[src/design/mcsr_defines.svh]
// ------------------------------------------------------------------------
// Machine-mode CSR constants
// Register addresses, misa contents, bit positions and trap cause codes
// ------------------------------------------------------------------------

`ifndef MCSR_DEFINES_SVH
`define MCSR_DEFINES_SVH

// ------------------------------------------------------------------------
// Register addresses
// ------------------------------------------------------------------------
`define MCSR_ADDR_MSTATUS   12'h300
`define MCSR_ADDR_MISA      12'h301
`define MCSR_ADDR_MIE       12'h304
`define MCSR_ADDR_MTVEC     12'h305
`define MCSR_ADDR_MSCRATCH  12'h340
`define MCSR_ADDR_MEPC      12'h341
`define MCSR_ADDR_MCAUSE    12'h342
`define MCSR_ADDR_MTVAL     12'h343
`define MCSR_ADDR_MIP       12'h344

// Direct mode, base in the top of the address map
`define MCSR_MTVEC_RESET    32'hC000_0000

// MXL = 1, extensions M, I, C and B
`define MCSR_MISA_VALUE     32'h4000_1106

// ------------------------------------------------------------------------
// Bit positions
// ------------------------------------------------------------------------
`define MCSR_BIT_MIE        3         // mstatus
`define MCSR_BIT_MPIE       7         // mstatus
`define MCSR_BIT_MSI        3         // mie / mip
`define MCSR_BIT_MTI        7         // mie / mip
`define MCSR_BIT_MEI        11        // mie / mip

// Synchronous trap causes accepted by an mcause write
`define MCSR_CAUSE_IALIGN   6'd0      // Fetch misaligned
`define MCSR_CAUSE_IACCESS  6'd1      // Fetch access fault
`define MCSR_CAUSE_IOPCODE  6'd2      // Illegal opcode
`define MCSR_CAUSE_BREAKPT  6'd3
`define MCSR_CAUSE_LDALIGN  6'd4
`define MCSR_CAUSE_LDACCESS 6'd5
`define MCSR_CAUSE_STALIGN  6'd6
`define MCSR_CAUSE_STACCESS 6'd7
`define MCSR_CAUSE_ECALLM   6'd11     // Environment call from M-mode

`endif

[src/design/mcsr_pkg.sv]
// ------------------------------------------------------------------------
// Machine-mode CSR types
// Request, strobe and view structures plus the read-modify-write helper
// ------------------------------------------------------------------------

package mcsr_pkg;

    typedef logic [31:0] xlen_t;
    typedef logic [11:0] csr_addr_t;

    typedef enum logic [1:0] {
        CSR_OP_WRITE = 2'd0,
        CSR_OP_SET   = 2'd1,
        CSR_OP_CLEAR = 2'd2
    } csr_op_t;

    // Two decodings of one data word
    typedef struct packed {
        logic [29:0] base;
        logic [1:0]  mode;
    } vec_view_t;

    typedef struct packed {
        logic        intr;
        logic [30:0] code;
    } cause_view_t;

    typedef union packed {
        xlen_t       raw;
        vec_view_t   vec;
        cause_view_t cause;
    } csr_word_u;

    typedef struct packed {
        logic      en;
        logic      wr;
        csr_op_t   op;
        csr_addr_t addr;
        csr_word_u wdata;
    } csr_req_t;

    typedef struct packed {
        logic mstatus;
        logic mie;
        logic mtvec;
        logic mscratch;
        logic mepc;
        logic mcause;
        logic mtval;
    } csr_wen_t;

    typedef struct packed {
        xlen_t mstatus;
        xlen_t mie;
        xlen_t mip;
        xlen_t mtvec;
        xlen_t mscratch;
        xlen_t mepc;
        xlen_t mcause;
        xlen_t mtval;
    } csr_view_t;

    typedef struct packed {
        logic        cpu;
        logic        intr;
        logic [5:0]  cause;
        xlen_t       mtval;
        xlen_t       pc;
    } trap_in_t;

    typedef struct packed {
        logic mei;
        logic mti;
        logic msi;
    } irq_bits_t;

    function automatic xlen_t mcsr_modify(csr_op_t op, xlen_t old_word, xlen_t wdata);
        xlen_t result;
        case (op)
            CSR_OP_SET:   result = old_word | wdata;
            CSR_OP_CLEAR: result = old_word & ~wdata;
            default:      result = wdata;
        endcase
        return result;
    endfunction

endpackage

[src/design/mcsr_access.sv]
// ------------------------------------------------------------------------
// CSR access decoder
// Turns an address into write strobes, selects the read word and flags
// writes to unknown addresses or illegal trap vectors
// ------------------------------------------------------------------------

`timescale 1ns/1ps

`include "mcsr_defines.svh"

module mcsr_access (
    input  mcsr_pkg::csr_req_t  req,
    input  mcsr_pkg::csr_view_t view,
    input  logic                tvec_bad_write,
    output mcsr_pkg::csr_wen_t  wen,
    output mcsr_pkg::xlen_t     rdata,
    output logic                error
);

    logic hit_mstatus;
    logic hit_misa;
    logic hit_mie;
    logic hit_mtvec;
    logic hit_mscratch;
    logic hit_mepc;
    logic hit_mcause;
    logic hit_mtval;
    logic hit_mip;
    logic known_addr;

    // --------------------------------------------------------------------
    // Address decode, qualified by the access enable
    // --------------------------------------------------------------------
    assign hit_mstatus  = req.en && (req.addr == `MCSR_ADDR_MSTATUS);
    assign hit_misa     = req.en && (req.addr == `MCSR_ADDR_MISA);
    assign hit_mie      = req.en && (req.addr == `MCSR_ADDR_MIE);
    assign hit_mtvec    = req.en && (req.addr == `MCSR_ADDR_MTVEC);
    assign hit_mscratch = req.en && (req.addr == `MCSR_ADDR_MSCRATCH);
    assign hit_mepc     = req.en && (req.addr == `MCSR_ADDR_MEPC);
    assign hit_mcause   = req.en && (req.addr == `MCSR_ADDR_MCAUSE);
    assign hit_mtval    = req.en && (req.addr == `MCSR_ADDR_MTVAL);
    assign hit_mip      = req.en && (req.addr == `MCSR_ADDR_MIP);

    assign known_addr = hit_mstatus  ||
                        hit_misa     ||
                        hit_mie      ||
                        hit_mtvec    ||
                        hit_mscratch ||
                        hit_mepc     ||
                        hit_mcause   ||
                        hit_mtval    ||
                        hit_mip;

    // --------------------------------------------------------------------
    // Write strobes
    // --------------------------------------------------------------------
    assign wen.mstatus  = req.wr && hit_mstatus;
    assign wen.mie      = req.wr && hit_mie;
    assign wen.mtvec    = req.wr && hit_mtvec;
    assign wen.mscratch = req.wr && hit_mscratch;
    assign wen.mepc     = req.wr && hit_mepc;
    assign wen.mcause   = req.wr && hit_mcause;
    assign wen.mtval    = req.wr && hit_mtval;

    // misa and mip accept writes silently
    assign error = req.en && ((req.wr && !known_addr) || tvec_bad_write);

    // --------------------------------------------------------------------
    // Read multiplexer
    // --------------------------------------------------------------------
    assign rdata = ({32{hit_mstatus}}  & view.mstatus)     |
                   ({32{hit_misa}}     & `MCSR_MISA_VALUE) |
                   ({32{hit_mie}}      & view.mie)         |
                   ({32{hit_mtvec}}    & view.mtvec)       |
                   ({32{hit_mscratch}} & view.mscratch)    |
                   ({32{hit_mepc}}     & view.mepc)        |
                   ({32{hit_mcause}}   & view.mcause)      |
                   ({32{hit_mtval}}    & view.mtval)       |
                   ({32{hit_mip}}      & view.mip);

endmodule

[src/design/mcsr_plain_regs.sv]
// ------------------------------------------------------------------------
// Interrupt enable and scratch registers
// Also places the pending interrupt inputs into the mip word
// ------------------------------------------------------------------------

`timescale 1ns/1ps

`include "mcsr_defines.svh"

module mcsr_plain_regs (
    input  logic                g_clk,
    input  logic                g_resetn,
    input  mcsr_pkg::csr_req_t  req,
    input  mcsr_pkg::csr_wen_t  wen,
    input  mcsr_pkg::irq_bits_t mip,
    output mcsr_pkg::irq_bits_t mie,
    output mcsr_pkg::xlen_t     mie_word,
    output mcsr_pkg::xlen_t     mip_word,
    output mcsr_pkg::xlen_t     scratch_word
);

    mcsr_pkg::irq_bits_t mie_q;
    mcsr_pkg::xlen_t     scratch_q;
    mcsr_pkg::xlen_t     mie_new;

    // Same layout for mie and mip
    function automatic mcsr_pkg::xlen_t place_irq(mcsr_pkg::irq_bits_t bits);
        mcsr_pkg::xlen_t word;
        word               = '0;
        word[`MCSR_BIT_MEI] = bits.mei;
        word[`MCSR_BIT_MTI] = bits.mti;
        word[`MCSR_BIT_MSI] = bits.msi;
        return word;
    endfunction

    assign mie_new = mcsr_pkg::mcsr_modify(req.op, mie_word, req.wdata.raw);

    always_ff @(posedge g_clk) begin
        if (!g_resetn) begin
            mie_q     <= '0;
            scratch_q <= '0;
        end else begin
            if (wen.mie) begin
                mie_q <= '{mei: mie_new[`MCSR_BIT_MEI],
                           mti: mie_new[`MCSR_BIT_MTI],
                           msi: mie_new[`MCSR_BIT_MSI]};
            end
            if (wen.mscratch) begin
                scratch_q <= mcsr_pkg::mcsr_modify(req.op, scratch_q, req.wdata.raw);
            end
        end
    end

    assign mie          = mie_q;
    assign mie_word     = place_irq(mie_q);
    assign mip_word     = place_irq(mip);
    assign scratch_word = scratch_q;

endmodule

[src/design/mcsr_top.sv]
// ------------------------------------------------------------------------
// Machine-mode CSR block
// Connects the access decoder to the trap, vector and plain registers
// ------------------------------------------------------------------------

`timescale 1ns/1ps

module mcsr_top (
    input  logic                g_clk,
    input  logic                g_resetn,
    input  mcsr_pkg::csr_req_t  req,
    input  mcsr_pkg::trap_in_t  trap,
    input  logic                exec_mret,
    input  mcsr_pkg::irq_bits_t mip,
    output mcsr_pkg::xlen_t     csr_rdata,
    output logic                csr_error,
    output mcsr_pkg::xlen_t     csr_mepc,
    output mcsr_pkg::xlen_t     csr_mtvec,
    output logic                vector_intrs,
    output logic                mstatus_mie,
    output mcsr_pkg::irq_bits_t mie
);

    mcsr_pkg::csr_wen_t  wen;
    mcsr_pkg::csr_view_t view;
    logic                tvec_bad_write;
    mcsr_pkg::xlen_t     status_word;
    mcsr_pkg::xlen_t     mepc_word;
    mcsr_pkg::xlen_t     mcause_word;
    mcsr_pkg::xlen_t     mtval_word;
    mcsr_pkg::xlen_t     tvec_word;
    mcsr_pkg::xlen_t     mie_word;
    mcsr_pkg::xlen_t     mip_word;
    mcsr_pkg::xlen_t     scratch_word;

    // Register words seen by the read multiplexer
    assign view = '{mstatus:  status_word,
                    mie:      mie_word,
                    mip:      mip_word,
                    mtvec:    tvec_word,
                    mscratch: scratch_word,
                    mepc:     mepc_word,
                    mcause:   mcause_word,
                    mtval:    mtval_word};

    mcsr_access access_i (
        .req(req), .view(view), .tvec_bad_write(tvec_bad_write),
        .wen(wen), .rdata(csr_rdata), .error(csr_error)
    );

    mcsr_trap_ctrl trap_ctrl_i (
        .g_clk(g_clk), .g_resetn(g_resetn), .req(req), .wen(wen), .trap(trap),
        .exec_mret(exec_mret), .mstatus_mie(mstatus_mie), .mepc(csr_mepc),
        .status_word(status_word), .mepc_word(mepc_word),
        .mcause_word(mcause_word), .mtval_word(mtval_word)
    );

    mcsr_tvec tvec_i (
        .g_clk(g_clk), .g_resetn(g_resetn), .req(req), .wen_tvec(wen.mtvec),
        .mtvec(csr_mtvec), .vector_intrs(vector_intrs), .tvec_word(tvec_word),
        .bad_write(tvec_bad_write)
    );

    mcsr_plain_regs plain_regs_i (
        .g_clk(g_clk), .g_resetn(g_resetn), .req(req), .wen(wen), .mip(mip),
        .mie(mie), .mie_word(mie_word), .mip_word(mip_word),
        .scratch_word(scratch_word)
    );

endmodule

[src/design/mcsr_trap_ctrl.sv]
// ------------------------------------------------------------------------
// Trap controller
// Holds mstatus, mepc, mcause and mtval and updates them on trap entry,
// MRET and CSR writes
// ------------------------------------------------------------------------

`timescale 1ns/1ps

`include "mcsr_defines.svh"

module mcsr_trap_ctrl (
    input  logic               g_clk,
    input  logic               g_resetn,
    input  mcsr_pkg::csr_req_t req,
    input  mcsr_pkg::csr_wen_t wen,
    input  mcsr_pkg::trap_in_t trap,
    input  logic               exec_mret,
    output logic               mstatus_mie,
    output mcsr_pkg::xlen_t    mepc,
    output mcsr_pkg::xlen_t    status_word,
    output mcsr_pkg::xlen_t    mepc_word,
    output mcsr_pkg::xlen_t    mcause_word,
    output mcsr_pkg::xlen_t    mtval_word
);

    logic                intr_q;
    logic                int_pulse;
    logic                trap_any;
    logic                mie_q;
    logic                mpie_q;
    logic [7:0]          wpri1_q;
    logic [1:0]          wpri2_q;
    logic                wpri3_q;
    logic                wpri4_q;
    logic [30:0]         mepc_q;
    mcsr_pkg::csr_word_u cause_q;
    mcsr_pkg::xlen_t     mtval_q;
    mcsr_pkg::xlen_t     status_new;
    mcsr_pkg::xlen_t     mepc_new;
    mcsr_pkg::csr_word_u cause_new;
    mcsr_pkg::xlen_t     mtval_new;
    logic                cause_legal;

    // Interrupt is taken on its first cycle only
    always_ff @(posedge g_clk) begin
        if (!g_resetn) begin
            intr_q <= 1'b0;
        end else begin
            intr_q <= trap.intr;
        end
    end

    assign int_pulse = trap.intr && !intr_q;
    assign trap_any  = int_pulse || trap.cpu;

    assign status_new    = mcsr_pkg::mcsr_modify(req.op, status_word, req.wdata.raw);
    assign mepc_new      = mcsr_pkg::mcsr_modify(req.op, mepc_word, req.wdata.raw);
    assign cause_new.raw = mcsr_pkg::mcsr_modify(req.op, cause_q.raw, req.wdata.raw);
    assign mtval_new     = mcsr_pkg::mcsr_modify(req.op, mtval_q, req.wdata.raw);

    // Only synchronous codes from the supported list may be written
    always_comb begin
        cause_legal = 1'b0;
        if (!cause_new.cause.intr && (cause_new.cause.code[30:6] == '0)) begin
            case (cause_new.cause.code[5:0])
                `MCSR_CAUSE_IALIGN,  `MCSR_CAUSE_IACCESS,  `MCSR_CAUSE_IOPCODE,
                `MCSR_CAUSE_BREAKPT, `MCSR_CAUSE_LDALIGN,  `MCSR_CAUSE_LDACCESS,
                `MCSR_CAUSE_STALIGN, `MCSR_CAUSE_STACCESS, `MCSR_CAUSE_ECALLM:
                    cause_legal = 1'b1;
                default:
                    cause_legal = 1'b0;
            endcase
        end
    end

    // --------------------------------------------------------------------
    // mstatus
    // --------------------------------------------------------------------
    always_ff @(posedge g_clk) begin
        if (!g_resetn) begin
            mie_q   <= 1'b0;
            mpie_q  <= 1'b0;
            wpri1_q <= '0;
            wpri2_q <= '0;
            wpri3_q <= 1'b0;
            wpri4_q <= 1'b0;
        end else if (trap_any) begin
            mpie_q <= mie_q;                          // Stack the enable
            mie_q  <= 1'b0;
        end else if (exec_mret) begin
            mie_q  <= mpie_q;
            mpie_q <= 1'b0;
        end else if (wen.mstatus) begin
            mie_q   <= status_new[`MCSR_BIT_MIE];
            mpie_q  <= status_new[`MCSR_BIT_MPIE];
            wpri1_q <= status_new[30:23];
            wpri2_q <= status_new[10:9];
            wpri3_q <= status_new[6];
            wpri4_q <= status_new[2];
        end
    end

    // --------------------------------------------------------------------
    // mepc, mcause and mtval
    // --------------------------------------------------------------------
    always_ff @(posedge g_clk) begin
        if (!g_resetn) begin
            mepc_q      <= '0;
            cause_q.raw <= '0;
            mtval_q     <= '0;
        end else begin
            if (trap_any) begin
                mepc_q      <= trap.pc[31:1];
                cause_q.raw <= {int_pulse, 25'b0, trap.cause};
            end else begin
                if (wen.mepc) begin
                    mepc_q <= mepc_new[31:1];
                end
                if (wen.mcause && cause_legal) begin
                    cause_q <= cause_new;
                end
            end
            if (trap.cpu && !int_pulse) begin
                mtval_q <= trap.mtval;                // Faulting address or opcode
            end else if (wen.mtval && !int_pulse) begin
                mtval_q <= mtval_new;
            end
        end
    end

    assign status_word = {1'b0, wpri1_q, 12'b0, wpri2_q, 1'b0, mpie_q, wpri3_q,
                          2'b0, mie_q, wpri4_q, 2'b0};
    assign mstatus_mie = mie_q;
    assign mepc_word   = {mepc_q, 1'b0};
    assign mepc        = mepc_word;
    assign mcause_word = cause_q.raw;
    assign mtval_word  = mtval_q;

endmodule

[src/design/mcsr_tvec.sv]
// ------------------------------------------------------------------------
// Trap vector register
// Holds mtvec and rejects modes or bases the core cannot vector to
// ------------------------------------------------------------------------

`timescale 1ns/1ps

`include "mcsr_defines.svh"

module mcsr_tvec (
    input  logic               g_clk,
    input  logic               g_resetn,
    input  mcsr_pkg::csr_req_t req,
    input  logic               wen_tvec,
    output mcsr_pkg::xlen_t    mtvec,
    output logic               vector_intrs,
    output mcsr_pkg::xlen_t    tvec_word,
    output logic               bad_write
);

    mcsr_pkg::csr_word_u tvec_q;
    mcsr_pkg::csr_word_u tvec_new;

    assign tvec_new.raw = mcsr_pkg::mcsr_modify(req.op, tvec_q.raw, req.wdata.raw);

    // Modes 2 and 3 are reserved, vectored mode needs a 128-byte aligned base
    assign bad_write = wen_tvec && (tvec_new.vec.mode[1] ||
                                    (tvec_new.vec.mode[0] && |tvec_new.vec.base[4:0]));

    always_ff @(posedge g_clk) begin
        if (!g_resetn) begin
            tvec_q.raw <= `MCSR_MTVEC_RESET;
        end else if (wen_tvec && !bad_write) begin
            tvec_q <= tvec_new;
        end
    end

    assign mtvec        = {tvec_q.vec.base, 2'b00};  // Word aligned target
    assign vector_intrs = tvec_q.vec.mode[0];
    assign tvec_word    = tvec_q.raw;

endmodule

[config.mk]
export PLATFORM = sky130hd
export DESIGN_NAME = mcsr_top
export DESIGN_NICKNAME = d
export VERILOG_FILES = /design/src/design/mcsr_pkg.sv /design/src/design/mcsr_access.sv /design/src/design/mcsr_plain_regs.sv /design/src/design/mcsr_top.sv /design/src/design/mcsr_trap_ctrl.sv /design/src/design/mcsr_tvec.sv
export VERILOG_INCLUDE_DIRS = /design/src /design/src/design
export SDC_FILE = /design/constraint.sdc
export NUM_CORES = 1
export LEC_CHECK = 0
export ABC_AREA = 0
export ABC_CLOCK_PERIOD_IN_PS = 6600
export BUFFER_PORTS_ARGS = -buffer_cell sky130_fd_sc_hd__clkbuf_2
export CORE_MARGIN = 1
export CORE_UTILIZATION = 45
export DETAILED_ROUTE_END_ITERATION = 7
export GPL_ROUTABILITY_DRIVEN = 0
export HOLD_SLACK_MARGIN = 0.12
export MAX_ROUTING_LAYER = met4
export PLACE_DENSITY = 0.65
export SYNTH_ARGS = -nofsm -noshare
export SYNTH_HDL_FRONTEND = slang
export SYNTH_SLANG_ARGS = --single-unit
[constraint.sdc]
create_clock -name g_clk -period 6.6 [get_ports g_clk]
set_clock_uncertainty 0.2 [all_clocks]
set_input_delay 0 -clock g_clk [delete_from_list [all_inputs] [get_ports g_clk]]
set_output_delay 0 -clock g_clk [all_outputs]
set_load 0.05 [all_outputs]
Word-level counts from Yosys, hierarchy flattened --
Memory sizes are Yosys's and may differ from the RTL's. Index checks and enable logic that the tools add are counted.
Storage, ports and cells: register bits 177, latch bits 0, bits in writable memories 0, memory bits (read-only) 16, bits of input ports 126, output and inout port bits 102, word-level logic and storage cells 134, memories kept 1
Memories:
- (name not given) | words 16, bits a word 1, read ports 1, clocked after memory_dff 0, write ports 0, line mcsr_trap_ctrl.sv:65 | case (cause_new.cause.code[5:0])
Cells by class: add/subtract/negate cells 0, multipliers 0, div/mod/pow operators 0, $lt $le $gt $ge 0, eq/ne operators 11, shift-type cells 0, multiplexer cells 20, bitwise operators 34, reductions and logical operators 52
Operators by type and width (count):
- $or A32 B32 Y32 | 12
- $and A32 B32 Y32 | 10
- $pmux W32 S2 | 5
- $mux W32 | 4
- $eq A12 B10 Y1 const B | 9
- $and A32 B12 Y32 | 2
- $mux W31 | 2
- $pmux W31 S2 | 1
- $and A32 B31 Y32 | 1
- $not A32 Y32 | 1
- $or A32 B31 Y32 | 1
- $and A31 B31 Y31 | 1
- $or A31 B31 Y31 | 1
- $logic_and A1 B1 Y1 | 26
- $logic_not A25 Y1 | 1
- $pmux W12 S2 | 1
- $and A12 B12 Y12 | 1
- $or A12 B12 Y12 | 1
- $logic_or A1 B1 Y1 | 11
- $reduce_bool A2 Y1 | 4
- $mux W1 | 7
- $logic_not A1 Y1 | 5
- $reduce_or A5 Y1 | 1
- $not A1 Y1 | 3
- 6 further kinds | 6

Logic depth before layout (Yosys ltp) --
depth in word-level cells 14, mapped depth 12

By module --
Synthesis repeated with hierarchy kept, for this count alone.
Second synthesis, totals: cells, all modules 1667, area, all modules 13043.8 µm²
Modules (own cells, without submodules):
- mcsr_trap_ctrl | instances 1, cells each 792, area an instance 6187.2 µm², sequential area each 2202.1 µm²
- mcsr_plain_regs | instances 1, cells each 296, area an instance 2417.3 µm², sequential area each 700.7 µm²
- mcsr_access | instances 1, cells each 310, area an instance 2243.4 µm², sequential area each 0.0 µm²
- mcsr_tvec | instances 1, cells each 269, area an instance 2195.9 µm², sequential area each 640.6 µm²

Worst setup path after synthesis --
No wires, ideal clock.
kind in2reg, start input req[44] (netlist name), end register tvec_i.tvec_q, in the netlist tvec_i.tvec_word[15], library setup time 0.132 ns, arrival time 2.003 ns, required time 6.268 ns, path slack 4.265 ns, stages on the path 12, buffers on the path 4, path through inv_1 > ha_1 > or2_1 > buf_2 > buf_4 > o22ai_1 > o211ai_1 > o21a_1 > buf_2 > buf_2 > o31ai_1 > a21oi_1
On the way: longest elaborated chain between the ends 8, elaborated cells between the ends (all ways) 9, those cells by class eq/ne (2); mux (1); reduce/logical (6)
RTL lines:
- start: declaration | line mcsr_top.sv:11 | input mcsr_pkg::csr_req_t req,
- $eq A2 B2 Y1 or $eq A2 B1 Y1 (tied branches) | line mcsr_pkg.sv:79 | case (op)
- $pmux W32 S2 * | line mcsr_pkg.sv:79
- $reduce_or A5 Y1 | line mcsr_tvec.sv:28 | (tvec_new.vec.mode[0] && |tvec_new.vec.base[4:0]));
- $logic_and A1 B1 Y1 | line mcsr_tvec.sv:28
- $logic_or A1 B1 Y1 | line mcsr_tvec.sv:27 | assign bad_write = wen_tvec && (tvec_new.vec.mode[1] ||
- $logic_and A1 B1 Y1 | line mcsr_tvec.sv:27
- $logic_not A1 Y1 | line mcsr_tvec.sv:33 | end else if (wen_tvec && !bad_write) begin
- $logic_and A1 B1 Y1 | line mcsr_tvec.sv:33
- end signal: assignment | line mcsr_tvec.sv:34 | tvec_q <= tvec_new;
- end: declaration | line mcsr_tvec.sv:21 | mcsr_pkg::csr_word_u tvec_q;
Every way passes the cells marked *; elsewhere a longest branch is shown, timed or not. A chain may end at the register's enable or synchronous reset.

Worst setup path after layout --
start input req[44] (netlist name), end register trap_ctrl_i.cause_q, in the netlist trap_ctrl_i.mcause_word[5]
On the way: longest elaborated chain between the ends 7, elaborated cells between the ends (all ways) 14, those cells by class eq/ne (2); mux (5); reduce/logical (6); memory (1)
RTL lines:
- $eq A2 B2 Y1 or $eq A2 B1 Y1 (tied branches) | line mcsr_pkg.sv:79
- $pmux W32 S2 * | line mcsr_pkg.sv:79
- $mem_v2 Z16 W1, or another cell as far along
- $mux W1 or $logic_and A1 B1 Y1 (tied branches) | line mcsr_trap_ctrl.sv:65, mcsr_trap_ctrl.sv:64
- $mux W1 | line mcsr_trap_ctrl.sv:64 | if (!cause_new.cause.intr && (cause_new.cause.code[30:6] == '0)) begin
- $logic_and A1 B1 Y1 | line mcsr_trap_ctrl.sv:119 | if (wen.mcause && cause_legal) begin
- $reduce_bool A2 Y1 (no source line)
- end signal: assignment | line mcsr_trap_ctrl.sv:120 | cause_q <= cause_new;
- end: declaration | line mcsr_trap_ctrl.sv:36 | mcsr_pkg::csr_word_u cause_q;
Every way passes the cells marked *; elsewhere a longest branch is shown, timed or not. The select of a mux whose other input is x is not followed.

==> impl_metrics.tcl <==
set metrics [dict create \
    cp_common_cell "buf_4" \
    ir_drop_uv 161 \
    powerDensity_nw_per_um2 206 \
    place_area_sq_um 11000 \
    synth.area.top_cells "dfxtp_1 34%, a21oi_1 6.4%, o21ai_0 5.5%" \
    synth_mux_area_frac 0.00290 \
    fp.dieH_um 154 \
    cap_violations 0 \
    layout_commonest_cell "clkbuf_2" \
    diodes 0 \
    min_path_cells 7 \
    ios 228 \
    syn_inst 1342 \
    antenna_found_initial 0 \
    dieArea_sq_um 23600 \
    clock_latency_ns 0.44 \
    rsz0062_at_grt "no" \
    finalSetupViolCount 0 \
    cts.sinks 177 \
    initial_core_util 0.458 \
    finalHoldViolCount 0 \
    timing.final.max_slew_violations 0 \
    reg2reg_to "trap_ctrl_i.mtval_word[10]" \
    std_cell_rows 55 \
    post-route-cell-area_sq_um 13500 \
    synth_edf_count 0 \
    synthDistinctLibCells 67 \
    max-slew-margin-rel 0.0942 \
    hpwl_mm 25.0 \
    worst_pin_slew_ns 1.35 \
    drtIter0Drc 1416 \
    cp_data_arrival_time_ns 4.36 \
    crit_path_end_kind "flip-flop" \
    fill_cells 2075 \
    layout.nets 1733 \
    drive_above_1_share 0.195 \
    p_leak_nw 5.32 \
    synth_top_cell_by_area "dfxtp_1" \
    worst_r2r_path_depth 8 \
    clk_path_buf_depth 2 \
    wirelength_mm 41.7 \
    synth_area_sq_um 10300 \
    drcViolationCount 0 \
    final_cell_mix "223 x clkbuf_2, 192 x dlygate4sd3_1, 177 x dfxtp_1" \
    grt_usage 0.359 \
    portBuffers 223 \
    grt_first_pass_wirelength_mm 64.4 \
    hold_end "trap_ctrl_i.mcause_word[2]" \
    setup_tns_ns 0 \
    yosysSeqAreaShare 0.343 \
    netlist.area_leader.share 0.343 \
    synth-compound-area-share 0.319 \
    outcome "completed" \
    async_flop_share 0 \
    crit_chain "clkbuf_2 > inv_1 > ha_2 > or2_2 > buf_4 > buf_4 > o22ai_1 > nand3_1 > nor4_1 > and3_1 > buf_4 > o21ai_0 > dlygate4sd3_1" \
    r2r_setup_slack_ns 3.03 \
    post_drt_wl_per_cell_um 21.9 \
    die_w_um 154 \
    core-area_sq_um 22600 \
    root_buffer "clkbuf_16" \
    fin_crit_ns 4.23 \
    grt_max_degree 82 \
    period_share 0.642 \
    synth_ff_type "dfxtp_1" \
    avgSynthCellArea_sq_um 7.70 \
    worstSetupStartpointType "primary input" \
    criticalPathCategory "primary input to flip-flop" \
    yosys_register_bits 177 \
    crit_fanout 39 \
    clkTransAtPathRegs_ns 0.07 \
    synthAdderAreaFrac 0.00242 \
    fmax_ghz 0.236 \
    timing.rr.start "trap_ctrl_i.intr_q" \
    post_cts_buffers 0 \
    critPathRequiredTime_ns 6.73 \
    antenna_left 0 \
    min_path_type "primary input to flip-flop" \
    via_count 12067 \
    globalRouteOverflowTotal 0 \
    numCtsBuffers 17 \
    worst_hold_startpoint "req[39]" \
    cts_tree "yes" \
    syn2layout_area_growth_pct 30.7 \
    synth-xor-area-share 0 \
    ys.warnings.count 0 \
    yosys.area_share.simple 0.224 \
    cts_max_level 4 \
    cp_slowest_cell "or2_2" \
    synth_top_family_by_area "compound AO/OA/AOI/OAI gates" \
    grt_pass1_vias 11578 \
    drt_pass1_iterations 5 \
    critPathMaxStageDelay_ns 0.69 \
    vias_per_cell 6.34 \
]
==> report_power, final <==
group | internal (W) | total [W] | leakage (nW) | switching, W
sequential | 0.00110 | 0.00112 | 1.44 | 0.0000249
clock | 0.000654 | 0.00111 | 0.301 | 0.000451
combinational | 0.000209 | 0.000547 | 3.58 | 0.000338
total | 0.00196 | 0.00278 | 5.32 | 0.000815
==> timing repair <==
| action | in CTS | in global routing |
|---|---|---|
| hold buffers | 192 | 0 |
| resized for setup | 0 | 0 |
| endpoints found under the hold margin | 152 | 0 |
==> area by class of cell <==
| cell class | count | area, sq um | share of cell area |
|---|---|---|---|
| well taps | 285 | 357 | 0.0264 |
| repair buffers | 438 | 3210 | 0.238 |
| flip-flops and latches | 177 | 3540 | 0.262 |
| clock inverters | 9 | 155 | 0.0115 |
| inverters | 16 | 60.1 | 0.00445 |
| clock buffers | 22 | 464 | 0.0344 |
| multi-input cells | 955 | 5720 | 0.423 |
==> worst max-delay path: cells and delay by family <==
family                   cells  cell delay (ns)
AO/OA/AOI/OAI                2             0.50
adder cells (fa/ha/maj)      1             0.50
buffers and inverters        6             1.63
AND/OR/NAND/NOR              4             1.69
==> logic make-up (layout without fill, tap and decap cells) <==
family / after synthesis / in the layout
mux: 3 / 3
flops: 177 / 177
other cells: 1 / 3
compound gates: 521 / 521
fa+ha+maj: 2 / 2
simple gates: 426 / 426
buf+inv: 212 / 485
==> synth_stat cells, types with 8 or more instances <==
cell and count:
a211oi_1 26, a21o_1 16, a21oi_1 133, a221oi_1 11, a222oi_1 18, a22oi_1 39
a31oi_1 27, a32oi_1 10, and2_1 15, buf_2 22, buf_4 74, clkbuf_1 91
dfxtp_1 177, inv_1 15, nand2_1 92, nand2b_1 8, nand3_1 45, nand4_1 25
nor2_1 88, nor2b_1 59, nor3_1 16, nor3_2 17, nor3b_1 27, o21ai_0 113
o21ai_1 20, o22a_1 12, o22ai_1 40, o31ai_1 12
==> state kept, by name, indices dropped and copies added, names as in the netlist <==
name,count
trap_ctrl_i.intr_q,1
trap_ctrl_i.mcause_word,32
trap_ctrl_i.mpie_q,1
trap_ctrl_i.mtval_word,32
trap_ctrl_i.mstatus_mie,1
trap_ctrl_i.wpri2_q,2
plain_regs_i.mie,3
trap_ctrl_i.wpri4_q,1
trap_ctrl_i.wpri3_q,1
trap_ctrl_i.mepc_q,31
trap_ctrl_i.wpri1_q,8
plain_regs_i.scratch_word,32
tvec_i.tvec_word,32
==> routing by layer <==
| layer | vias up | part of all wire | GRT usage |
|---|---|---|---|
| met5 | - | 0 | - |
| met4 | 0 | 0.043 | 0.186 |
| met3 | 163 | 0.093 | 0.0600 |
| met2 | 773 | 0.47 | 0.569 |
| met1 | 5692 | 0.40 | 0.439 |
| li1 | 5439 | - | - |
==> through the flow <==
stage / util / hold WS (ns) / setup slack [ns] / cells / power, W
2_1_floorplan: - / -0.0914 / 4.27 / 1344 / 0.00144
3_3_place_gp: 0.486 / -0.000505 / 2.60 / 1679 / 0.00157
3_5_place_dp: 0.486 / 0.00549 / 2.56 / 1679 / 0.00158
4_1_cts: 0.599 / 0.161 / 2.48 / 1902 / 0.00276
5_1_grt: 0.599 / 0.212 / 2.20 / 1902 / 0.00286
6_report: 0.599 / 0.175 / 2.37 / 1902 / 0.00278
==> how the worst max path moves through the flow <==
stage | from | to | slack (ns) | depth (start not counted)
final | req[44] | trap_ctrl_i.mcause_word[5] | 2.37 | 13
after global routing | req[44] | trap_ctrl_i.mcause_word[5] | 2.20 | 13
after CTS | req[44] | trap_ctrl_i.mcause_word[4] | 2.48 | 13
after detailed placement | req[44] | trap_ctrl_i.mcause_word[5] | 2.56 | 12
after global placement | req[44] | trap_ctrl_i.mcause_word[4] | 2.60 | 12
after floorplan | req[44] | tvec_i.tvec_word[15] | 4.27 | 12
(Power assumes the default switching activity.)
